==> config.mk <==
export PLATFORM = sky130hd
export DESIGN_NAME = result_drain
export DESIGN_NICKNAME = d
export VERILOG_FILES = /design/src/mm_data_pkg.sv /design/src/mm_ctrl_pkg.sv /design/src/result_drain.sv
export VERILOG_INCLUDE_DIRS = /design/src
export SDC_FILE = /design/constraint.sdc
export NUM_CORES = 1
export LEC_CHECK = 0
export BUFFER_PORTS_ARGS = -buffer_cell sky130_fd_sc_hd__buf_2
export CAP_MARGIN = 25
export CORE_MARGIN = 4
export CORE_UTILIZATION = 40
export CTS_BUF_LIST = sky130_fd_sc_hd__clkbuf_8
export CTS_CLUSTER_SIZE = 25
export DETAILED_ROUTE_END_ITERATION = 10
export HOLD_SLACK_MARGIN = 0.12
export RECOVER_POWER = 50
export SLEW_MARGIN = 20
export SYNTH_ARGS = -nofsm -noshare
export SYNTH_HDL_FRONTEND = slang
export SYNTH_SLANG_ARGS = --single-unit
==> constraint.sdc <==
create_clock -name clk_mem -period 2.8 [get_ports clk_mem]
set_clock_uncertainty 0.15 [all_clocks]
set_input_delay 0.14 -clock clk_mem [delete_from_list [all_inputs] [get_ports clk_mem]]
set_output_delay 0.14 -clock clk_mem [all_outputs]
set_load 0.05 [all_outputs]
==> src/mm_consts.svh <==
`ifndef MM_CONSTS_SVH
`define MM_CONSTS_SVH

// element and address widths
`define MM_DWIDTH 8
`define MM_AWIDTH 7

// rows per memory
`define MM_MEM_SIZE 128

// array edge, also matrix size
`define MM_SIZE 4

// operand in to accumulator, in cycles
`define MM_MAC_CYCLES 3

// run count at which done is set
`define MM_RUN_CYCLES 26

// host read of C, request to rd_data
`define MM_RD_LATENCY 3

// row r is latched at this count plus r
`define MM_LATCH_BASE 13

`endif

==> src/mm_data_pkg.sv <==
`default_nettype none
`include "mm_consts.svh"

package mm_data_pkg;

  // one matrix element, two's complement
  typedef logic signed [`MM_DWIDTH-1:0] elem_t;

  // full product before saturation
  typedef logic signed [2*`MM_DWIDTH-1:0] prod_t;

  // one memory row, element 0 in the low byte
  typedef elem_t [`MM_SIZE-1:0] row_t;

  // saturation bounds of elem_t, widened
  localparam prod_t ELEM_MAX = prod_t'((2 ** (`MM_DWIDTH - 1)) - 1);
  localparam prod_t ELEM_MIN = prod_t'(-(2 ** (`MM_DWIDTH - 1)));

  // full signed multiply, then clamp into the element range
  function automatic elem_t sat_mul(input elem_t a, input elem_t b);
    prod_t p;
    p = prod_t'(a) * prod_t'(b);
    if (p > ELEM_MAX) begin
      return elem_t'(ELEM_MAX);
    end else if (p < ELEM_MIN) begin
      return elem_t'(ELEM_MIN);
    end
    return elem_t'(p);
  endfunction

endpackage

`default_nettype wire

==> src/mm_ctrl_pkg.sv <==
`default_nettype none
`include "mm_consts.svh"

package mm_ctrl_pkg;

  import mm_data_pkg::*;

  // row address into any of the three memories
  typedef logic [`MM_AWIDTH-1:0] addr_t;

  // one host cycle on the memory port
  // at most one of wr_a, wr_b, rd_c per cycle
  typedef struct packed {
    logic  wr_a;
    logic  wr_b;
    logic  rd_c;
    addr_t addr;
    row_t  wdata;
  } host_req_t;

  // strobes from the sequencer
  // clear: zero the array before a run
  // feed: A/B read data is valid this cycle
  // latch_row: one hot, capture row r of the accumulators
  typedef struct packed {
    logic                clear;
    logic                feed;
    logic [`MM_SIZE-1:0] latch_row;
  } seq_ctrl_t;

endpackage

`default_nettype wire

==> src/result_drain.sv <==
`default_nettype none
`include "mm_consts.svh"

module result_drain
  import mm_data_pkg::*;
  import mm_ctrl_pkg::*;
(
  input  wire                      clk_mem,
  input  wire                      reset,
  input  wire [`MM_SIZE-1:0]       latch_row,
  input  wire row_t [`MM_SIZE-1:0] acc,
  output logic                     c_wr,
  output addr_t                    c_addr,
  output row_t                     c_row
);

  // one shift register per array row, element 0 leaves first
  row_t [`MM_SIZE-1:0]         row_sr;
  logic [$clog2(`MM_SIZE)-1:0] col_idx;

  // rows load one by one and wait, then all shift together while writing
  always_ff @(posedge clk_mem) begin
    for (int r = 0; r < `MM_SIZE; r++) begin
      if (latch_row[r]) begin
        row_sr[r] <= acc[r];
      end else if (c_wr) begin
        row_sr[r] <= {elem_t'(0), row_sr[r][`MM_SIZE-1:1]};
      end
    end
  end

  // four writes right after the bottom row is latched
  always_ff @(posedge clk_mem) begin
    if (reset) begin
      c_wr    <= 1'b0;
      col_idx <= '0;
    end else if (latch_row[`MM_SIZE-1]) begin
      c_wr    <= 1'b1;
      col_idx <= '0;
    end else if (c_wr) begin
      col_idx <= col_idx + 1'b1;
      if (col_idx == ($bits(col_idx))'(`MM_SIZE - 1)) begin
        c_wr <= 1'b0;
      end
    end
  end

  assign c_addr = addr_t'(col_idx);

  // head of every row forms column col_idx of C
  always_comb begin
    for (int r = 0; r < `MM_SIZE; r++) begin
      c_row[r] = row_sr[r][0];
    end
  end

  a_latch_onehot : assert property (
    @(posedge clk_mem) disable iff (reset) $onehot0(latch_row)
  );

endmodule

`default_nettype wire

==> run metrics, run 1 <==
outcome stopped before the end; Exit stage 4_1_cts; First Err [ERROR RSZ-0060] Max buffer count reached.; setup bufs post-CTS 0; Die W 130.9 um; Synth Instances 325; H-tree depth 4; Post-Syn Area 0.006037 mm2; TritonCTS Sinks 131; DP HPWL 7212 um; sequential share of the synthesized area 64.66%; CTS Buf Count 17; I/O pin total 174; Clock Tree Buf Depth 2; Syn Area/Cell 18.58 um2; gpl congestion 0.6970; Port Buffers 168; Synth warnings 0; cells resized by post-CTS repair 0; flops & latches, synth 131; die height 130.9 um; row cnt 44; post-synthesis cell type count 19; count of hold buffers inserted by post-cts repair 134; Initial Util 41.23%; placed cell areas 0.006690 mm2; Root Driver clkbuf_8
-- stage by stage --
stage / instances / setup slack (ns)
detailed placement: 632 / 1.027
global placement: 632 / 1.075
floorplan: 329 / 0.9769
-- cells in the mapped netlist --
master,n,area [um2]
buf_8,1,15.01
or2_2,4,25.02
nand2b_1,1,6.260
mux2i_1,1,10.01
dfxtp_1,3,60.06
mux2_2,15,168.9
nor3_1,2,10.01
mux2_4,81,1216
buf_4,37,277.8
buf_6,13,146.4
conb_1,1,3.750
clkbuf_1,1,3.750
a21oi_1,1,5.000
edfxtp_1,128,3844
ha_1,1,12.51
xnor2_1,1,8.760
inv_1,1,3.750
buf_12,1,20.02
and2_1,32,200.2
-- logic make-up after synthesis --
| group | after synthesis | synth area share (%) |
|---|---|---|
| AOI/OAI and AO/OA | 1 | 0.08282 |
| xor gates and xnor gates | 1 | 0.1451 |
| adders and majority gates | 1 | 0.2072 |
| buffers and inverters | 54 | 7.730 |
| DFF | 131 | 64.66 |
| muxes | 97 | 23.11 |
| other | 1 | 0.06212 |
| and+or+nand+nor | 39 | 4.000 |
==> run 2, diff against run 1 <==
CORE_UTILIZATION = 25   (was 40)
CTS_BUF_LIST = not set   (was sky130_fd_sc_hd__clkbuf_8)
CTS_CLUSTER_SIZE = not set   (was 25)
HOLD_SLACK_MARGIN = not set   (was 0.12)
PLACE_DENSITY_LB_ADDON = 0.15   (was not set)
==> run metrics, run 2 <==
Main synth FF type edfxtp_1; count of hold buffers inserted by post-cts repair 129 (-3.7%); Post-synth EDFFs 128 (unchanged); hold_ws 0.2813 ns; CP Data Arrival Time 1.97 ns; first-pass detailed-route iteration total 4; Root Driver clkbuf_16; Iteration-0 DRC Markers 110; most frequent cells in the layout buf_2, dlygate4sd3_1, edfxtp_1; Routed Antenna Nets 0; final setup fails 0; worst hold path type in -> reg; layout cells sized above 1 32.51%; Synth warnings 0 (unchanged); critical path's slowest cell clkbuf_1; detailed-route DRC error count 0; I/O pin total 174 (unchanged); CP required 2.80 ns; most frequent cell after synthesis edfxtp_1; post-synthesis cell type count 19 (unchanged); cells resized by post-CTS repair 0 (unchanged); P_sw 1.275 mW; Post-Syn Area 0.006037 mm2 (unchanged); Worst IR Drop VDD 350.5 uV; Async SR Flop Fraction 0% (unchanged); ant diodes 0; GRT Util Overall 9.329%; CTS Buf Count 17 (unchanged); Final min period 1.967 ns; fillers 2344; Fmax 0.5084 GHz; Initial Util 25.57% (-16 points); Worst path most repeated cell clkbuf_1; commonest non-fill, non-tap cell in the layout buf_2; clock power share 43.4%; area grow syn2layout 40.17%; Max Cap Viol 0; H-tree depth 4 (unchanged); Clock Tree Buf Depth 2 (unchanged); Worst-path clk slew 0.06 ns; number of global-route vias before repair 3784; Biggest register row_sr; row cnt 56 (+27%); crit-path max FO 22; number of flip-flops in the largest register 96; die height 163.4 um (+25%); Rel. slew slack 35.50%; Synth Instances 325 (unchanged); Pint 4.286 mW; Leakage Power 3.333 nW; placeable core area 0.02361 mm2; Gate power share 12.9%; routed wire length 12610 um; Port Buffers 168 (unchanged); most frequent cells after synthesis edfxtp_1, mux2_4, buf_4; CP max stage delay 0.79 ns; synth top area cells edfxtp_1, mux2_4, buf_4, and2_1, mux2_2; Seq pwr share 43.8%; Synth top area share 63.67% (unchanged); gpl congestion 0.6741 (-3.3%); CP Class in -> reg; setup TNS 0 ns; switch share 22.93%; crit-path cells clkbuf_1 > clkbuf_1 > mux2_2; DP HPWL 8282 um (+15%); RSZ-0062 raised after global routing false; initial antenna violation count 0; Worst-Margin Slew 0.9675 ns; first-pass GRT wire length 19160 um; period utilization 70.25%; GR Overflow Total 0; final hold viol count 0; TritonCTS Sinks 131 (unchanged); PwrDens 657.2 mW/mm2; DR WL/cell 13.59 um; Syn Area/Cell 18.58 um2 (unchanged); total vias in the final route 3478; CTS tree yes; pin count of the biggest net entering global routing 33; flops & latches, synth 131 (unchanged); Startpoint Class input port; Die ar. 0.02670 mm2; setup bufs post-CTS 0 (unchanged); CP Capture Type register; top cell type by total area after synthesis edfxtp_1; outcome completed; Layout Nets 731; fin. max-slew vios 0; Die W 163.4 um (+25%); sequential share of the synthesized area 64.66% (unchanged); latest clock arrival within the worst-skew pair 0.41 ns; vias per std cell 3.748
run 2: per-layer routing:
layer | wire, um | vias to the layer above | share of wire [%] | track usage, %
li1 | - | 1701 | - | -
met1 | 5602 | 1662 | 44 | 11.08
met2 | 6107 | 107 | 48 | 15.87
met3 | 769 | 8 | 6.1 | 3.507
met4 | 133 | 0 | 1.1 | 2.631
met5 | 0 | - | 0 | 0
run 2: worst paths after layout:
path                            slack [ns]            startpoint                       end  cells past startpoint
worst max-delay path                  0.83          latch_row[3]       c_row[25]$_DFFE_PP_                      3
worst min-delay path                  0.28          latch_row[0]  row_sr[29]$_SDFFCE_PN0P_                      2
worst max register to register        1.00       c_wr$_SDFF_PP0_        c_row[0]$_DFFE_PP_                      1
worst min register to register        0.37  row_sr[85]$_DFFE_PP_      row_sr[77]$_DFFE_PP_                      1
run 2: area by class of cell:
cell class	count	area (um2)	share of cell area [%]
flip-flops and latches	131	3904	46.13
repair buffers	301	2126	25.12
multi-input cells	144	1389	16.41
clock buffers	19	432.9	5.116
well taps	319	399.1	4.717
clock inverters	13	207.7	2.455
inverters	1	3.754	0.04436
run 2: per-stage QoR:
stage	setup slack (ns)	utilization, %	power, mW	instances	area, um2
after floorplan	0.9769	-	3.054	329	6052
after global placement	0.9945	29.05	3.170	767	6859
after detailed placement	0.9322	29.05	3.181	767	6859
after CTS	0.9224	37.23	5.766	928	8791
after global routing	0.6979	35.84	5.802	928	8462
final	0.8329	35.84	5.561	928	8462
run 2: power by group through the flow:
stage                     clock network [mW]  logic (mW)  registers (mW)
final                                   2.41       0.716            2.43
after global routing                    2.57       0.776            2.45
after CTS                               2.49       0.836            2.44
after global placement                     0       0.690            2.48
after floorplan                            0       0.585            2.47
after detailed placement                   0       0.695            2.49
run 2: critical path, delay by kind of cell:
kind	cells	cell delay, ns
buffers and inverters	2	1.39
multiplexers	1	0.43
run 2: cell families (layout without fill, tap and decap cells):
group / count (synthesis) / in the layout / synth area share (%)
other: 1 / 5 / 0.06212
buffers and inverters: 54 / 334 / 7.730
xor gates and xnor gates: 1 / 1 / 0.1451
and+or+nand+nor: 39 / 39 / 4.000
DFF: 131 / 131 / 64.66
adders and majority gates: 1 / 1 / 0.2072
AOI/OAI and AO/OA: 1 / 1 / 0.08282
muxes: 97 / 97 / 23.11
Note: power is estimated with default switching activity, not from simulation.
