<file path="config.mk">
export PLATFORM = sky130hd
export DESIGN_NAME = systolic_array
export DESIGN_NICKNAME = d
export VERILOG_FILES = /design/src/mm_data_pkg.sv /design/src/mac_pe.sv /design/src/systolic_array.sv
export VERILOG_INCLUDE_DIRS = /design/src
export SDC_FILE = /design/constraint.sdc
export NUM_CORES = 2
export LEC_CHECK = 0
export ABC_AREA = 1
export BUFFER_PORTS_ARGS = -buffer_cell sky130_fd_sc_hd__buf_4
export CAP_MARGIN = 40
export CORE_MARGIN = 1.5
export CORE_UTILIZATION = 30
export DETAILED_ROUTE_END_ITERATION = 16
export HOLD_SLACK_MARGIN = 0.15
export MAX_ROUTING_LAYER = met4
export SYNTH_ARGS = -nofsm -noshare
export SYNTH_HDL_FRONTEND = slang
export SYNTH_SLANG_ARGS = --single-unit
</file>
<file path="constraint.sdc">
create_clock -name clk_mem -period 5.3 [get_ports clk_mem]
set_input_delay 1.59 -clock clk_mem [delete_from_list [all_inputs] [get_ports clk_mem]]
set_output_delay 1.59 -clock clk_mem [all_outputs]
set_load 0.1 [all_outputs]
</file>
<file path="src/mm_consts.svh">
`ifndef MM_CONSTS_SVH
`define MM_CONSTS_SVH

// element and address widths
`define MM_DWIDTH 8
`define MM_AWIDTH 7

// rows per memory
`define MM_MEM_SIZE 128

// array edge, also matrix size
`define MM_SIZE 4

// operand in to accumulator, in cycles
`define MM_MAC_CYCLES 3

// run count at which done is set
`define MM_RUN_CYCLES 26

// host read of C, request to rd_data
`define MM_RD_LATENCY 3

// row r is latched at this count plus r
`define MM_LATCH_BASE 13

`endif

</file>
<file path="src/mm_data_pkg.sv">
`default_nettype none
`include "mm_consts.svh"

package mm_data_pkg;

  // one matrix element, two's complement
  typedef logic signed [`MM_DWIDTH-1:0] elem_t;

  // full product before saturation
  typedef logic signed [2*`MM_DWIDTH-1:0] prod_t;

  // one memory row, element 0 in the low byte
  typedef elem_t [`MM_SIZE-1:0] row_t;

  // saturation bounds of elem_t, widened
  localparam prod_t ELEM_MAX = prod_t'((2 ** (`MM_DWIDTH - 1)) - 1);
  localparam prod_t ELEM_MIN = prod_t'(-(2 ** (`MM_DWIDTH - 1)));

  // full signed multiply, then clamp into the element range
  function automatic elem_t sat_mul(input elem_t a, input elem_t b);
    prod_t p;
    p = prod_t'(a) * prod_t'(b);
    if (p > ELEM_MAX) begin
      return elem_t'(ELEM_MAX);
    end else if (p < ELEM_MIN) begin
      return elem_t'(ELEM_MIN);
    end
    return elem_t'(p);
  endfunction

endpackage

`default_nettype wire

</file>
<file path="src/mac_pe.sv">
`default_nettype none
`include "mm_consts.svh"

module mac_pe
  import mm_data_pkg::*;
(
  input  wire        clk_mem,
  input  wire        reset,
  input  wire        clear,
  input  wire elem_t in_a,
  input  wire elem_t in_b,
  output elem_t      out_a,
  output elem_t      out_b,
  output elem_t      acc
);

  elem_t prod_q;

  // stage 1: operand regs, also the hop to the next cell
  // stage 2: saturated product
  // stage 3: wrapping accumulate
  always_ff @(posedge clk_mem) begin
    if (reset || clear) begin
      out_a  <= '0;
      out_b  <= '0;
      prod_q <= '0;
      acc    <= '0;
    end else begin
      out_a  <= in_a;
      out_b  <= in_b;
      prod_q <= sat_mul(out_a, out_b);
      // 8-bit add, overflow wraps
      acc    <= acc + prod_q;
    end
  end

  // zero operands for a full pipeline depth leave the sum alone
  // relies on the top zeroing idle read data
  a_idle_acc_stable : assert property (
    @(posedge clk_mem) disable iff (reset || clear)
    (in_a == '0) [*`MM_MAC_CYCLES] |=> $stable(acc)
  );

endmodule

`default_nettype wire

</file>
<file path="src/systolic_array.sv">
`default_nettype none
`include "mm_consts.svh"

module systolic_array
  import mm_data_pkg::*;
(
  input  wire                       clk_mem,
  input  wire                       reset,
  input  wire                       clear,
  input  wire row_t                 a_row,
  input  wire row_t                 b_row,
  output wire row_t [`MM_SIZE-1:0]  acc
);

  // a moving east, indexed [row][col], col MM_SIZE leaves the array
  wire elem_t [`MM_SIZE-1:0][`MM_SIZE:0] a_h;
  // b moving south, indexed [col][row], row MM_SIZE leaves the array
  wire elem_t [`MM_SIZE-1:0][`MM_SIZE:0] b_v;

  // input skew, element i late by i cycles
  // so A[i][k] and B[k][j] meet in cell (i,j) on the same edge
  for (genvar i = 0; i < `MM_SIZE; i++) begin : g_skew
    if (i == 0) begin : g_lead
      assign a_h[i][0] = a_row[i];
      assign b_v[i][0] = b_row[i];
    end else begin : g_lag
      elem_t [i-1:0] a_sr;
      elem_t [i-1:0] b_sr;

      always_ff @(posedge clk_mem) begin
        if (reset || clear) begin
          a_sr <= '0;
          b_sr <= '0;
        end else begin
          a_sr[0] <= a_row[i];
          b_sr[0] <= b_row[i];
          for (int d = 1; d < i; d++) begin
            a_sr[d] <= a_sr[d-1];
            b_sr[d] <= b_sr[d-1];
          end
        end
      end

      assign a_h[i][0] = a_sr[i-1];
      assign b_v[i][0] = b_sr[i-1];
    end
  end

  // 4x4 grid, cell (i,j) ends up holding C[i][j]
  for (genvar i = 0; i < `MM_SIZE; i++) begin : g_row
    for (genvar j = 0; j < `MM_SIZE; j++) begin : g_col
      mac_pe i_pe (
        .clk_mem (clk_mem),
        .reset   (reset),
        .clear   (clear),
        .in_a    (a_h[i][j]),
        .in_b    (b_v[j][i]),
        .out_a   (a_h[i][j+1]),
        .out_b   (b_v[j][i+1]),
        .acc     (acc[i][j])
      );
    end
  end

endmodule

`default_nettype wire

</file>
### After elaboration in Yosys (flattened, before gate mapping)

Cells that the tools add are included.

* input port bits: 67
* flip-flop bits (word level): 608
* output and inout port bits: 128

* add/subtract/negate cells: 16
* reductions and logical operators: 1
* muxes and demuxes: 96
* $lt $le $gt $ge: 32
* multiply operators: 16

Operators by type and width (count)
* two-way mux 8 bit: 48
* > comparator 16 x 8 -> 1 bit, second input constant: 16
* less-than comparator 16 x 8 -> 1 bit, second input constant: 16
* multiplier 8 x 8 -> 16 bit: 16
* adder 8 bit: 16
* two-way mux 1 bit: 48
* logical OR 1 bit: 1

### Longest topological paths before layout

* word-level depth: 6
* depth in mapped cells: 27

### Hierarchy

Synthesis repeated with hierarchy kept, for this count alone.

* cell total of the unflattened synthesis: 9346
* area, all modules: 67970.2 um^2

Modules (own cells, without submodules)
* mac_pe at g_row[0].g_col[0].i_pe ...: sequential area each 640.6 um^2, area an instance 4082.7 um^2, cells an instance 570, times used 10
* mac_pe at g_row[3].g_col[1].i_pe ...: sequential area each 640.6 um^2, area an instance 4045.1 um^2, cells an instance 556, times used 2
* mac_pe at g_row[2].g_col[2].i_pe: sequential area each 640.6 um^2, area an instance 4121.5 um^2, cells an instance 570, times used 1
* mac_pe at g_row[2].g_col[3].i_pe: sequential area each 640.6 um^2, area an instance 4042.6 um^2, cells an instance 553, times used 1
* mac_pe at g_row[3].g_col[0].i_pe: sequential area each 640.6 um^2, area an instance 4018.9 um^2, cells an instance 556, times used 1
* mac_pe at g_row[3].g_col[3].i_pe: sequential area each 640.6 um^2, area an instance 4017.6 um^2, cells an instance 554, times used 1
* systolic_array: sequential area each 1921.8 um^2, area an instance 2852.7 um^2, cells an instance 301, times used 1

### Worst setup path before layout

No wires, ideal clock.

* kind: register to register
* start: register g_row[1].g_col[0].i_pe.out_a[7]
* end: register g_row[1].g_col[0].i_pe.prod_q[0]
* path slack: 0.772 ns
* clock period less this slack: 4.528 ns
* stages on the path, launching flop included: 21
* path buffers: 1
* setup time: 0.116 ns
* data required time: 5.184 ns
* data arrival time: 4.412 ns
* path through: dfxtp_1 clkbuf_1 nand2_1 inv_1 fa_1 inv_1 fa_1 inv_1 fa_1 inv_1 fa_1 inv_1 ha_1 inv_1 o21ai_0 a21oi_1 nand3_1 xor2_1 nand4_2 a21boi_0 nor2_1

* word-level cells in the longest chain between the ends: 6
* elaborated cells on any way between the ends: 8
* those cells by class: 1 x mul; 2 x order compare; 5 x mux

RTL lines
* from (decl): RTL line mac_pe.sv:12 `output elem_t out_a,`
* from (signal assigned): RTL line mac_pe.sv:29 `out_a <= in_a;`
* multiplier 8 x 8 -> 16 bit *: RTL line mm_data_pkg.sv:22 `p = prod_t'(a) * prod_t'(b);`
* less-than comparator 16 x 8 -> 1 bit: RTL line mm_data_pkg.sv:25 `end else if (p < ELEM_MIN) begin`
* two-way mux 1 bit: RTL line mm_data_pkg.sv:25
* two-way mux 1 bit: RTL line mm_data_pkg.sv:23 `if (p > ELEM_MAX) begin`
* two-way mux 1 bit: RTL line mac_pe.sv:23 `if (reset || clear) begin`
* two-way mux 8 bit *: RTL line mm_data_pkg.sv:28 `return elem_t'(p);`
* to (signal assigned): RTL line mac_pe.sv:31 `prod_q <= sat_mul(out_a, out_b);`
* to (decl): RTL line mac_pe.sv:17 `elem_t prod_q;`

Mark *: on every way between the ends. The rest lies on a longest branch, timed or not. The select of a mux whose other input is x is not followed.
A chain may end at the register's enable or synchronous reset.

### Worst setup path in the final report

* start: register g_row[0].g_col[0].i_pe.out_b[2]
* end: register g_row[0].g_col[0].i_pe.prod_q[4]

* word-level cells in the longest chain between the ends: 6
* elaborated cells on any way between the ends: 8
* those cells by class: 1 x mul; 2 x order compare; 5 x mux

RTL lines
* from (decl): RTL line mac_pe.sv:13 `output elem_t out_b,`
* from (signal assigned): RTL line mac_pe.sv:30 `out_b <= in_b;`
* multiplier 8 x 8 -> 16 bit *: RTL line mm_data_pkg.sv:22
* less-than comparator 16 x 8 -> 1 bit: RTL line mm_data_pkg.sv:25
* two-way mux 1 bit: RTL line mm_data_pkg.sv:25
* two-way mux 1 bit: RTL line mm_data_pkg.sv:23
* two-way mux 1 bit: RTL line mac_pe.sv:23
* two-way mux 8 bit *: RTL line mm_data_pkg.sv:28
* to (signal assigned): RTL line mac_pe.sv:31
* to (decl): RTL line mac_pe.sv:17

Marks and branches as above.

==> impl_metrics.toml <==
[yosys]
yosys_warnings = 0
synth.avg_cell_area_sq_um = 7.26
synth_cell_types = 38
ys_async_sr_fraction_pct = 0
syn_nets = 10700
seq_area_frac_synth_pct = 18.4
yosys_register_bits = 608
synth_cells = 9119
synth_area_sq_um = 66200
synthFlopType = "dfxtp_1"
synth_edf_count = 0

[timing]
max_freq_ghz = 0.204
rsz0062_at_grt = "no"
fin_crit_sh_pct = 92.4
setup_violations = 0
finalHoldViolCount = 0
max_slew_margin_pct = 48.1
finalClockSkew_ns = 0.0348
slew_violations = 0
setup_tns_ns = 0
max_slew.worst_pin.slew_ns = 0.779
fin_crit_ns = 4.90

[drt]
firstDrtPassIters = 5
drcViolationCount = 0
drt-wirelength-per-cell_microns = 12.2
drt_iter0_drc = 2406
vias = 50100
ant_nets = 0
totalWireLength_microns = 148000
routed_via_density = 4.15

[clocking]
cts_sinks = 608
ctsHoldBuffers = 0
cts_setup_buffers = 0
clockRootBuffer = "clkbuf_16"
clock_path_buffers = 3
htree_levels = 3
cts_buffers = 79
clk-insertion-delay-late_ns = 0.71
cts_tree = "yes"
clkTransAtPathRegs_ns = 0.06

[grt]
grt-ovfl-total = 0
grt_pass1_vias = 50800
grt_antenna_before_repair = 1
grt_pass1_wl_microns = 253000
grt_start_max_net_pins = 106
grt_use_total_pct = 14.1

[setup_path]
path_common_cell = "inv_1"
slowest_delay_ns = 0.62
path_cells = "nand2_1 -> inv_1 -> fa_1 -> inv_1 -> fa_1 -> inv_1 -> fa_1 -> inv_1 -> fa_1 -> inv_1 -> ha_1 -> nand2_1 -> nor2_1 -> nand3_1 -> nand3_1 -> xor2_1 -> nand4_1 -> nand2_2 -> nand2_1 -> a21oi_1"
cpMaxStageDelayCell = "fa_1"
crit_fanout = 9
setup.worst_path.start_class = "register"
cpLargestDelayFamily = "adder cells"
critPathRequiredTime_ns = 5.92
path_buf_inv = 5
cp_data_arrival_time_ns = 5.52
crit_type = "register to register"
worst_setup_path_end_kind = "register"

[pwr]
switchingPower_mw = 2.66
power_switching_share_pct = 24.4
p_per_area_nw_per_um2 = 149
power.internal_mw = 8.24
p_leak_nw = 41.8
vdd_ir_drop_max_uv = 231
p_comb_share_pct = 4.6
seqPwrFrac_pct = 43.0
p_clk_share_pct = 52.4

[die]
num_rows = 172
start_util_pct = 30.1
top_level_ports = 195
die_y_microns = 473
die_x_microns = 473
core_sq_um = 220000
die-area_sq_um = 223000

[min_path]
worstHoldPathType = "register to register"

[layout]
stdcell_area_sq_um = 73200
syn2layout_area_growth_pct = 10.6
nets = 10700
drive_above_1_share_pct = 4.41

[place]
dpl-instance-area_sq_um = 70400
finalWeightedCongestion = 0.868
dp_hpwl_microns = 122000
port-buffer-count = 194

[status]
status = "complete, no violations"

[flow_run]
max-cap-violations = 0
-- per-stage QoR --
step	std cells	utilization, %	hold slack, ns	total power [mW]	setup WS, ns
final	12100	33.3	0.404	10.9	0.400
after global routing	12100	33.3	0.420	11.4	0.0155
after CTS	12100	33.3	0.406	11.1	0.335
after detailed placement	11900	32.1	0.397	5.29	0.369
after global placement	11900	32.1	0.396	5.29	0.438
after floorplan	9119	-	0.394	5.12	0.772
-- state kept, by name, indices dropped and copies added (netlist names) --
| signal | count |
|---|---|
| g_row.g_col.i_pe.acc | 128 |
| g_skew.g_lag.b_sr | 32 |
| a_h | 16 |
| g_row.g_col.i_pe.out_b | 128 |
| g_row.g_col.i_pe.out_a | 128 |
| g_row.g_col.i_pe.prod_q | 128 |
| g_skew.g_lag.a_sr | 32 |
| b_v | 16 |
-- timing repair --
action	4_1_cts	5_1_grt
endpoints found under the setup margin	0	7
gates resized for setup	0	1
endpoints found under the hold margin	0	0
-- power by group through the flow --
| stage | clock (mW) | sequential (mW) | combinational [mW] |
|---|---|---|---|
| after floorplan | 0 | 4.80 | 0.320 |
| after global placement | 0 | 4.78 | 0.510 |
| after detailed placement | 0 | 4.78 | 0.510 |
| after CTS | 5.93 | 4.68 | 0.514 |
| after global routing | 6.10 | 4.69 | 0.575 |
| final | 5.71 | 4.68 | 0.503 |
-- worst paths after layout --
check	startpoint	endpoint	slack [ns]	cells past startpoint
worst max-delay path	g_row[0].g_col[0].i_pe.out_b[2]	g_row[0].g_col[0].i_pe.prod_q[4]	0.40	20
worst min-delay path	g_skew[3].g_lag.a_sr[8]	a_h[120]	0.40	2
worst max register to register	g_row[0].g_col[0].i_pe.out_b[2]	g_row[0].g_col[0].i_pe.prod_q[4]	0.40	20
worst min register to register	g_skew[3].g_lag.a_sr[8]	a_h[120]	0.40	2
-- area by class of cell --
type / count / area, sq um
clock buffer: 106 / 2250
timing repair buffer: 233 / 1770
fill: 23600 / 146000
inverter: 2925 / 11000
multi-input combinational: 5279 / 41900
sequential: 608 / 12200
antenna: 1 / 2.50
clock inverter: 40 / 518
tap: 2871 / 3590
-- cell usage after synthesis (2+ instances only) --
| master | n | share of area, % |
|---|---|---|
| and2_1 | 3 | 0.028 |
| a31oi_1 | 2 | 0.019 |
| nand3_1 | 265 | 2.0 |
| dfxtp_1 | 608 | 18 |
| nor2_1 | 828 | 4.7 |
| nand4_1 | 91 | 0.86 |
| nand3_2 | 2 | 0.030 |
| o21bai_1 | 32 | 0.36 |
| ha_1 | 576 | 11 |
| xnor2_1 | 96 | 1.3 |
| nand2_1 | 1872 | 11 |
| a21oi_1 | 293 | 2.2 |
| buf_1 | 6 | 0.034 |
| a21oi_2 | 6 | 0.079 |
| nor3_1 | 10 | 0.076 |
| fa_1 | 896 | 27 |
| inv_1 | 2921 | 17 |
| clkinv_1 | 2 | 0.011 |
| or2_2 | 6 | 0.057 |
| inv_2 | 2 | 0.011 |
| nand3b_1 | 23 | 0.26 |
| nand2_2 | 12 | 0.11 |
| or2_1 | 7 | 0.066 |
| buf_2 | 6 | 0.045 |
| xnor2_2 | 2 | 0.049 |
| a21boi_0 | 10 | 0.11 |
| nand4_2 | 2 | 0.038 |
| xor2_1 | 71 | 0.94 |
| clkbuf_1 | 295 | 1.7 |
| o21ai_1 | 7 | 0.053 |
| o21ai_0 | 155 | 1.2 |
| a21o_1 | 4 | 0.045 |
| nand2b_1 | 3 | 0.028 |
-- metal layers --
layer / up-vias / routed length [microns] / track usage (%)
met2: 749 / 69800 / 23.5
li1: 26000 / - / -
met4: 0 / 3550 / 3.68
met3: 164 / 5880 / 1.89
met1: 23200 / 68300 / 18.1
met5: - / 0 / -
-- tightest hold or removal path, stage by stage, from the launching register on --
cell     delay, ns
dfxtp_1       0.29
inv_1         0.04
nor2_1        0.03
-- logic make-up after synthesis --
family / Yosys count / synth area share, %
AND/OR/NAND/NOR: 3125 / 18.9
flip-flops: 608 / 18.4
XOR/XNOR: 169 / 2.26
adder cells (fa/ha/maj): 1472 / 38.0
AO/OA/AOI/OAI: 513 / 4.12
buffers and inverters: 3232 / 18.3
-- cells in the final DEF (no fill, tap or decap), types with 9 or more instances in the layout --
master and count:
bufinv_16 9, nand2_1 1872, xnor2_1 96, clkbuf_16 80
dfxtp_1 607, a21oi_1 293, xor2_1 71, clkbuf_8 15
nand3_1 265, o21ai_0 155, nand4_1 91, ha_1 576
a21boi_0 10, inv_1 2920, o21bai_1 32, buf_4 231
nor2_1 827, fa_1 896, clkinv_2 13, nor3_1 10
clkbuf_1 11, nand3b_1 23, nand2_2 12
(Power assumes the default switching activity.)
