## config.mk

```make
export PLATFORM = sky130hd
export DESIGN_NAME = mm_sequencer
export DESIGN_NICKNAME = d
export VERILOG_FILES = /design/src/mm_data_pkg.sv /design/src/mm_ctrl_pkg.sv /design/src/mm_sequencer.sv
export VERILOG_INCLUDE_DIRS = /design/src
export SDC_FILE = /design/constraint.sdc
export NUM_CORES = 1
export LEC_CHECK = 0
export BUFFER_PORTS_ARGS = -buffer_cell sky130_fd_sc_hd__buf_2
export CORE_UTILIZATION = 45
export DETAILED_ROUTE_END_ITERATION = 10
export PLACE_DENSITY = 0.71
export SYNTH_ARGS = -nofsm -noshare
export SYNTH_HDL_FRONTEND = slang
export SYNTH_SLANG_ARGS = --single-unit
```

## constraint.sdc

```tcl
create_clock -name clk_mem -period 1.75 [get_ports clk_mem]
set_input_delay 0.0875 -clock clk_mem [delete_from_list [all_inputs] [get_ports clk_mem]]
set_output_delay 0.0875 -clock clk_mem [all_outputs]
set_load 0.1 [all_outputs]
```

## src/mm_consts.svh

```systemverilog
`ifndef MM_CONSTS_SVH
`define MM_CONSTS_SVH

// element and address widths
`define MM_DWIDTH 8
`define MM_AWIDTH 7

// rows per memory
`define MM_MEM_SIZE 128

// array edge, also matrix size
`define MM_SIZE 4

// operand in to accumulator, in cycles
`define MM_MAC_CYCLES 3

// run count at which done is set
`define MM_RUN_CYCLES 26

// host read of C, request to rd_data
`define MM_RD_LATENCY 3

// row r is latched at this count plus r
`define MM_LATCH_BASE 13

`endif

```

## src/mm_data_pkg.sv

```systemverilog
`default_nettype none
`include "mm_consts.svh"

package mm_data_pkg;

  // one matrix element, two's complement
  typedef logic signed [`MM_DWIDTH-1:0] elem_t;

  // full product before saturation
  typedef logic signed [2*`MM_DWIDTH-1:0] prod_t;

  // one memory row, element 0 in the low byte
  typedef elem_t [`MM_SIZE-1:0] row_t;

  // saturation bounds of elem_t, widened
  localparam prod_t ELEM_MAX = prod_t'((2 ** (`MM_DWIDTH - 1)) - 1);
  localparam prod_t ELEM_MIN = prod_t'(-(2 ** (`MM_DWIDTH - 1)));

  // full signed multiply, then clamp into the element range
  function automatic elem_t sat_mul(input elem_t a, input elem_t b);
    prod_t p;
    p = prod_t'(a) * prod_t'(b);
    if (p > ELEM_MAX) begin
      return elem_t'(ELEM_MAX);
    end else if (p < ELEM_MIN) begin
      return elem_t'(ELEM_MIN);
    end
    return elem_t'(p);
  endfunction

endpackage

`default_nettype wire

```

## src/mm_ctrl_pkg.sv

```systemverilog
`default_nettype none
`include "mm_consts.svh"

package mm_ctrl_pkg;

  import mm_data_pkg::*;

  // row address into any of the three memories
  typedef logic [`MM_AWIDTH-1:0] addr_t;

  // one host cycle on the memory port
  // at most one of wr_a, wr_b, rd_c per cycle
  typedef struct packed {
    logic  wr_a;
    logic  wr_b;
    logic  rd_c;
    addr_t addr;
    row_t  wdata;
  } host_req_t;

  // strobes from the sequencer
  // clear: zero the array before a run
  // feed: A/B read data is valid this cycle
  // latch_row: one hot, capture row r of the accumulators
  typedef struct packed {
    logic                clear;
    logic                feed;
    logic [`MM_SIZE-1:0] latch_row;
  } seq_ctrl_t;

endpackage

`default_nettype wire

```

## src/mm_sequencer.sv

```systemverilog
`default_nettype none
`include "mm_consts.svh"

module mm_sequencer
  import mm_ctrl_pkg::*;
(
  input  wire       clk_mem,
  input  wire       reset,
  input  wire       start,
  output addr_t     a_addr,
  output addr_t     b_addr,
  output seq_ctrl_t ctrl,
  output logic      done
);

  localparam int unsigned CNT_W = $clog2(`MM_RUN_CYCLES + 1);
  // count whose strobe lines up with the first valid RAM row
  // address reg, then RAM read
  localparam int unsigned FEED_FIRST = 2;

  logic [CNT_W-1:0] cnt;
  addr_t            feed_addr;

  // run counter, held at zero while start is low
  // parks at the final count once done is set
  always_ff @(posedge clk_mem) begin
    if (reset || !start) begin
      cnt  <= '0;
      done <= 1'b0;
    end else if (cnt == CNT_W'(`MM_RUN_CYCLES)) begin
      done <= 1'b1;
    end else begin
      cnt <= cnt + 1'b1;
    end
  end

  // registered decode of the count
  always_ff @(posedge clk_mem) begin
    if (reset || !start) begin
      feed_addr <= addr_t'(`MM_MEM_SIZE - 1);
      ctrl      <= '0;
    end else begin
      // A column k and B row k share address k
      if ((cnt != '0) && (cnt <= CNT_W'(`MM_SIZE))) begin
        feed_addr <= addr_t'(cnt - 1'b1);
      end else begin
        feed_addr <= addr_t'(`MM_MEM_SIZE - 1);
      end
      ctrl.clear <= (cnt == '0);
      ctrl.feed  <= (cnt >= CNT_W'(FEED_FIRST)) &&
                    (cnt < CNT_W'(FEED_FIRST + `MM_SIZE));
      // rows finish one cycle apart, top row first
      for (int r = 0; r < `MM_SIZE; r++) begin
        ctrl.latch_row[r] <= (cnt == CNT_W'(`MM_LATCH_BASE + r));
      end
    end
  end

  // both memories step through the same rows
  assign a_addr = feed_addr;
  assign b_addr = feed_addr;

  // done only after a full run with start held from count 0
  a_done_after_run : assert property (
    @(posedge clk_mem) disable iff (reset)
    $rose(done) |-> $past(start) && $past(start, `MM_RUN_CYCLES + 1)
  );

endmodule

`default_nettype wire

```

# After elaboration in Yosys (flattened, before gate mapping)
# Cells that the tools add are included.
# W data, S select, Z words.
[word_totals] register_bits=19 latch_bits=0 ram_bits=0 rom_bits=0 inputBits=3 out_inout_bits=21 wordCells=24 n_memories=0
[op_classes] add_sub_neg=2 multipliers=0 div_mod_pow=0 magnitude_cmp=3 eq_ne=5 shifts=0 mux=0 bitwise_logic=1 n_reduce_logical=7
[ops] operator="$eq A5 B4 Y1 const B" n=3
[ops] operator="$eq A5 B5 Y1 const B" n=2
[ops] operator="$sub A5 B1 Y6 const B" n=1
[ops] operator="$add A5 B1 Y5 const B" n=1
[ops] operator="$ge A5 B2 Y1 const B" n=1
[ops] operator="$le A5 B3 Y1 const B" n=1
[ops] operator="$logic_not A5 Y1" n=1
[ops] operator="$lt A5 B3 Y1 const B" n=1
[ops] operator="$reduce_bool A5 Y1" n=1
[ops] operator="$logic_and A1 B1 Y1" n=2
[ops] operator="$reduce_or A2 Y1" n=1
[ops] operator="$logic_not A1 Y1" n=1
[ops] operator="$logic_or A1 B1 Y1" n=1
[ops] operator="$not A1 Y1" n=1

# Logic depth before layout (Yosys ltp)
# Gate-level depths: netlist (run 1).
[depth] word_depth=4 mapped_depth=5 depth_no_buf=5

# Worst setup path after synthesis (run 1)
# Ideal clock, no wire load.
[synth_timing] path_kind="register to output" startpoint="register a_addr[5] (netlist name)" endpoint="output a_addr[6]" arrival_ps=1392 required_ps=1662 setup_slack_ps=270 stages_incl_launch_ff=2 n_path_buf=1 path_cell_list="dfxtp_1 buf_4"
[synth_lines] element="to (decl)" line_no="mm_sequencer.sv:10" rtl="output addr_t a_addr,"

# Worst setup path after layout (run 1)
[layout_timing] startpoint="register cnt[0]" endpoint="register feed_addr[5] (netlist: a_addr[5])"
[layout_via] elab_chain_len=4 word_cells_on_any_way=6 classes_between="add/sub (1); order compare (1); bitwise (1); reduce/logical (3)"
[layout_lines] element="from (decl)" line_no="mm_sequencer.sv:21" rtl="logic [CNT_W-1:0] cnt;"
[layout_lines] element="from (signal assigned)" line_no="mm_sequencer.sv:33" rtl="cnt <= cnt + 1'b1;"
[layout_lines] element="$le A5 B3 Y1 / $reduce_bool A5 Y1 (equally long branches)" line_no="mm_sequencer.sv:44" rtl="if ((cnt != '0) && (cnt <= CNT_W'(`MM_SIZE))) begin"
[layout_lines] element="$logic_and A1 B1 Y1" line_no="mm_sequencer.sv:44"
[layout_lines] element="$not A1 Y1 (no line)"
[layout_lines] element="$reduce_or A2 Y1 (no line)"
[layout_lines] element="to (signal assigned)" line_no="mm_sequencer.sv:40" rtl="feed_addr <= addr_t'(`MM_MEM_SIZE - 1);"
[layout_lines] element="to (signal assigned)" line_no="mm_sequencer.sv:45" rtl="feed_addr <= addr_t'(cnt - 1'b1);"
[layout_lines] element="to (signal assigned)" line_no="mm_sequencer.sv:47" rtl="feed_addr <= addr_t'(`MM_MEM_SIZE - 1);"
[layout_lines] element="to (decl)" line_no="mm_sequencer.sv:22" rtl="addr_t feed_addr;"
# Parallel ways exist; a longest one is shown, timed or not.
# A chain may end at the register's enable or synchronous reset.

==> key figures, run 1 <==
Global route
  – Gr usage total: 14.1%
  – Top Usage Layer GRT: met2
  – Antenna violations before repair: 0
  – First-pass GRT wire length: 2040 µm
  – Vias in the first global route: 477
  – Total gr overflow: 0
  – Global-route track usage on met1: 17.7%
  – Largest net degree at the start of global routing: 14
  – Met3 usage: 3.67%
  – Met2 GRT Util: 22.4%

Synth
  – Distinct cell type count after synthesis: 23
  – Post-synthesis register bit count: 18
  – Post-synthesis compound-gate area fraction: 4.47%
  – Ys Warns: 0
  – Synth Instances: 78
  – Simple-gate area share of the yosys netlist: 21.3%
  – Post-Syn Nets: 87
  – Synth Cell Area: 812 µm²
  – Post-synthesis adder-cell area fraction: 9.24%
  – Largest family of logic cells by synthesized area: simple AND/OR/NAND/NOR gates
  – Mux cell area share after synthesis: 3.70%
  – Mean area per synthesized cell: 10.4 µm²
  – Register area share after synthesis: 44.4%
  – XOR/XNOR Fraction of Synth Area: 4.31%

Power and ir drop
  – Seq pwr share: 55.5%
  – Sw Ratio: 25.6%
  – Power Dens Cells: 824 nW/µm²
  – NetSw: 0.194 mW
  – Int Pwr: 0.564 mW
  – Leak: 0.391 nW
  – Combinational Power Share: 12.3%
  – Peak VDD IR: 0.443 mV
  – Share of total power in the clock network: 32.2%

Cells and area
  – FILL cells: 144
  – Share of cells above drive strength 1: 29.5%
  – Nets@finish: 105
  – Diodes inserted: 0
  – Area growth syn-to-layout: 13.4%

Clock network
  – Number of CTS-inserted buffers: 3
  – Clock Path Buffers: 2
  – CTS resizes: 0
  – Root Driver: clkbuf_4
  – Reg clk slew, reported paths: 90 ps
  – Sink Count: 18
  – Postcts setup bufs: 0
  – H-tree depth: 1
  – TritonCTS clock tree: built
  – Clock Latency Late Sink: 280 ps
  – Post-CTS Hold Buffers: 0

STA
  – Part of the cycle the worst path needs: 90.5%
  – Final worst-path setup slack: 167 ps
  – Slew headroom: 68.0%
  – Tmin final: 1580 ps
  – Final hold vios: 0
  – FMAX: 632 MHz
  – Setup repair after global routing missed its margin: no
  – Worst clock skew: 0.453 ps
  – Final setup TNS: 0 ps
  – Setup violations, final: 0
  – Worst Max-Slew Pin Slew: 477 ps
  – Final Max Tran Viols: 0

Floorplan
  – Total core area: 1590 µm²
  – Die Y: 44.5 µm
  – Die W: 44.5 µm
  – Initial Util: 50.9%
  – Die Area: 1980 µm²
  – FP Rows: 14
  – Num ports: 24

Drt
  – Vias/cell: 4.82
  – DR WL/cell: 10.0 µm
  – Post-route ant nets: 0
  – Residual DRC: 0
  – DR pass1 iterations: 3
  – Routed WL: 1200 µm
  – Number of vias in the routed layout: 574
  – DRT iter0 DRCs: 6

Critical path
  – Required time worst endpoint: 1900 ps
  – Worst Setup End Kind: flop
  – CP Launch Type: flop
  – Peak fanout along the critical path: 9
  – Critical path class: flop to flop
  – Worst EP arrival: 1730 ps

Job
  – Number of max-cap violations: 0

Min path
  – Min-Delay Path Class: input port to flop

Placement
  – Worst slack at placement: 172 ps
  – GPL Wtd Cong: 0.749
  – Port buffer count: 23
  – Post-DP HPWL: 906 µm

Run status
  – Status: finished, final reports clean
-- sequential cells by signal, summed over array words and instances (netlist names) --
register and count:
a_addr 6, ctrl 6, cnt 5, done 1
-- power groups by stage --
stage               Sequential [mW]  Combinational, mW  Clock (mW)
global placement              0.431             0.0921           0
floorplan                     0.456             0.0541           0
finish                        0.422             0.0932       0.244
detailed placement            0.431             0.0937           0
CTS                           0.422             0.0939       0.253
global route                  0.423             0.0993       0.277
-- worst max-delay path: stages (launching register included) --
cell and delay [ps]:
dfxtp_1 500, inv_1 130, ha_1 240, xnor2_1 400
o311ai_1 170
-- path summary, 6_finish.rpt --
path	startpoint	end	slack, ps	cells after the start
min	start	cnt[1]	130	3
max	cnt[0]	a_addr[5]	170	4
max reg2reg	cnt[0]	a_addr[5]	170	4
min reg2reg	done	done	450	2
-- logic make-up (layout without fill, tap and decap cells) --
family          count (synthesis)  in the layout
compound gates                  5              5
flops                          18             18
xor+xnor                        4              4
mux                             3              3
buf+inv                        18             35
fa+ha+maj                       6              6
simple gates                   24             24
-- stage by stage --
step / instance area, µm² / power, mW / cells / hold slack [ps] / utilization [%]
final: 921 / 0.759 / 119 / 131 / 57.8
after global routing: 921 / 0.799 / 119 / 137 / 57.8
after CTS: 921 / 0.768 / 119 / 125 / 57.8
after detailed placement: 885 / 0.525 / 115 / 437 / 55.5
after global placement: 885 / 0.523 / 115 / 422 / 55.5
after floorplan: 812 / 0.510 / 78 / 207 / -
-- per-layer routing --
layer,part of all wire (%),vias to the layer above
li1,-,293
met1,49,260
met2,45,17
met3,4.0,4
met4,1.8,0
met5,0,-
-- cell type report --
| cell class | count | area [µm²] | area share, % |
|---|---|---|---|
| flip-flops and latches | 18 | 360 | 39.1 |
| multi-input cells | 42 | 349 | 37.9 |
| repair buffers | 23 | 115 | 12.5 |
| well taps | 24 | 30.0 | 3.26 |
| clock buffers | 4 | 36.3 | 3.94 |
| inverters | 8 | 30.0 | 3.26 |
-- cell usage in the layout, fill, tap and decap left out, types with 2 or more instances in the layout --
master,n
nor3_1,3
mux2i_1,3
o311ai_1,3
nand3b_1,4
buf_2,23
ha_1,6
dfxtp_1,18
xnor2_1,3
clkbuf_4,3
nand3_1,4
a21oi_1,2
inv_1,8
or3b_1,3
nor4_1,2
-- Yosys cell counts --
| master | count | area share [%] |
|---|---|---|
| o311ai_1 | 3 | 3.2 |
| dfxtp_1 | 18 | 44 |
| and4b_1 | 1 | 1.2 |
| nand3b_1 | 4 | 3.7 |
| nand2_1 | 1 | 0.46 |
| xnor2_1 | 3 | 3.2 |
| or3b_1 | 3 | 3.2 |
| nand2b_1 | 1 | 0.77 |
| inv_1 | 8 | 3.7 |
| nor3_1 | 3 | 1.8 |
| mux2i_1 | 3 | 3.7 |
| nor2_1 | 1 | 0.46 |
| nand4b_1 | 1 | 1.1 |
| and2_1 | 1 | 0.77 |
| nor4_1 | 2 | 1.5 |
| buf_4 | 9 | 8.3 |
| and3_1 | 1 | 0.77 |
| a21oi_1 | 2 | 1.2 |
| nand3_1 | 4 | 2.5 |
| ha_1 | 6 | 9.2 |
| xor2_1 | 1 | 1.1 |
| buf_2 | 1 | 0.62 |
| nor4b_4 | 1 | 2.9 |
Power figures use the tool's default switching activity.
==> run 2, diff against run 1 <==
RECOVER_POWER = 100   (was not set)
==> key figures, run 2 (synthesis gave the netlist of run 1 again) <==
Critical path
  – Worst path max stage delay: 500 ps
  – Peak fanout along the critical path: 9
  – Crit-path cells: inv_1, ha_1, xnor2_1, o311ai_1
  – Critical path class: flop to flop
  – CP max stage cell: dfxtp_1
  – CP Launch Type: flop
  – Required time worst endpoint: 1890 ps
  – Worst Setup End Kind: flop
  – Worst EP arrival: 1730 ps

Clock network
  – Post-CTS Hold Buffers: 0
  – Postcts setup bufs: 0
  – Clock Path Buffers: 2
  – CTS resizes: 0
  – Number of CTS-inserted buffers: 3
  – H-tree depth: 1
  – Sink Count: 18
  – Reg clk slew, reported paths: 90 ps
  – Clock Latency Late Sink: 280 ps
  – TritonCTS clock tree: built
  – Root Driver: clkbuf_4

Floorplan
  – Die Y: 44.5 µm
  – Die Area: 1980 µm²
  – Num ports: 24
  – FP Rows: 14
  – Total core area: 1590 µm²
  – Die W: 44.5 µm
  – Initial Util: 50.9%

Power and ir drop
  – Peak VDD IR: 0.444 mV
  – Leak: 0.399 nW
  – Power Dens Cells: 831 nW/µm²

Job
  – Number of max-cap violations: 0

Cells and area
  – Commonest non-fill, non-tap cell in the layout: clkbuf_2
  – Diodes inserted: 0
  – Area growth syn-to-layout: 12.3%
  – Most frequent cells in the layout: clkbuf_2 (21), dfxtp_1 (18), inv_1 (8)
  – Non-filler instance count after layout: 119
  – Share of cells above drive strength 1: 29.5%
  – Nets@finish: 105

STA
  – Worst clock skew: 0.475 ps
  – Final setup TNS: 0 ps
  – Part of the cycle the worst path needs: 90.6%
  – Final Max Tran Viols: 0
  – Tmin final: 1590 ps
  – Final hold vios: 0
  – Worst Max-Slew Pin Slew: 636 ps
  – Slew headroom: 57.5%
  – Setup violations, final: 0
  – Setup repair after global routing missed its margin: no
  – Hold Worst Slack: 129 ps
  – FMAX: 631 MHz

Drt
  – DR WL/cell: 10.1 µm
  – Residual DRC: 0
  – Routed WL: 1200 µm
  – DR pass1 iterations: 3
  – Vias/cell: 4.83
  – DRT iter0 DRCs: 5
  – Number of vias in the routed layout: 575
  – Post-route ant nets: 0

Placement
  – GPL Wtd Cong: 0.749
  – Port buffer count: 23
  – Dpl cells: 115
  – Post-DP HPWL: 906 µm

Global route
  – Total gr overflow: 0
  – Vias in the first global route: 477
  – First-pass GRT wire length: 2040 µm
  – Largest net degree at the start of global routing: 14
  – Gr usage total: 14.1%
  – Antenna violations before repair: 0

Run status
  – Status: finished, final reports clean

Min path
  – Min-Delay Path Class: input port to flop
run 2: changes by cell type in the layout (fill, tap and decap cells not counted), sizes merged:
cell    change
buf        -21
clkbuf     +21
run 2: critical path: cells and delay by family (launching register included):
kind | cells | cell delay, ps
AO/OA/AOI/OAI | 1 | 170
adder cells (fa/ha/maj) | 1 | 240
flip-flops | 1 | 500
buffers and inverters | 1 | 130
XOR/XNOR | 1 | 400
run 2: power by group:
group | internal [mW] | switching, mW
Sequential | 0.415 | 0.00661
Clock | 0.127 | 0.118
Combinational | 0.0214 | 0.0700
run 2: area by class of cell:
type	instances	area [µm²]
Fill cell	147	682
Sequential cell	18	360
Multi-Input combinational cell	42	340
Timing Repair Buffer	23	115
Clock buffer	4	36.3
Inverter	8	30.0
Tap cell	24	30.0
run 2: per-layer routing:
layer	vias up	GRT usage, %	part of all wire (%)
met5	-	0	0
met4	0	7.27	1.8
li1	295	-	-
met3	4	3.67	3.7
met1	259	17.7	50
met2	17	22.4	45
run 2: through the flow:
stage                     cell area, µm²  setup WS (ps)  power [mW]  utilization (%)
final                                912            164       0.758             57.2
after global placement               885            313       0.523             55.5
after detailed placement             885            172       0.525             55.5
after CTS                            921            142       0.768             57.8
after floorplan                      812            270       0.510                -
after global routing                 912           25.0       0.798             57.2
run 2: path summary, 6_finish.rpt:
check / start / end / slack, ps / cells past startpoint
max: cnt[0] / a_addr[5] / 160 / 4
min: start / cnt[3] / 130 / 3
max reg2reg: cnt[0] / a_addr[5] / 160 / 4
min reg2reg: done / done / 450 / 2
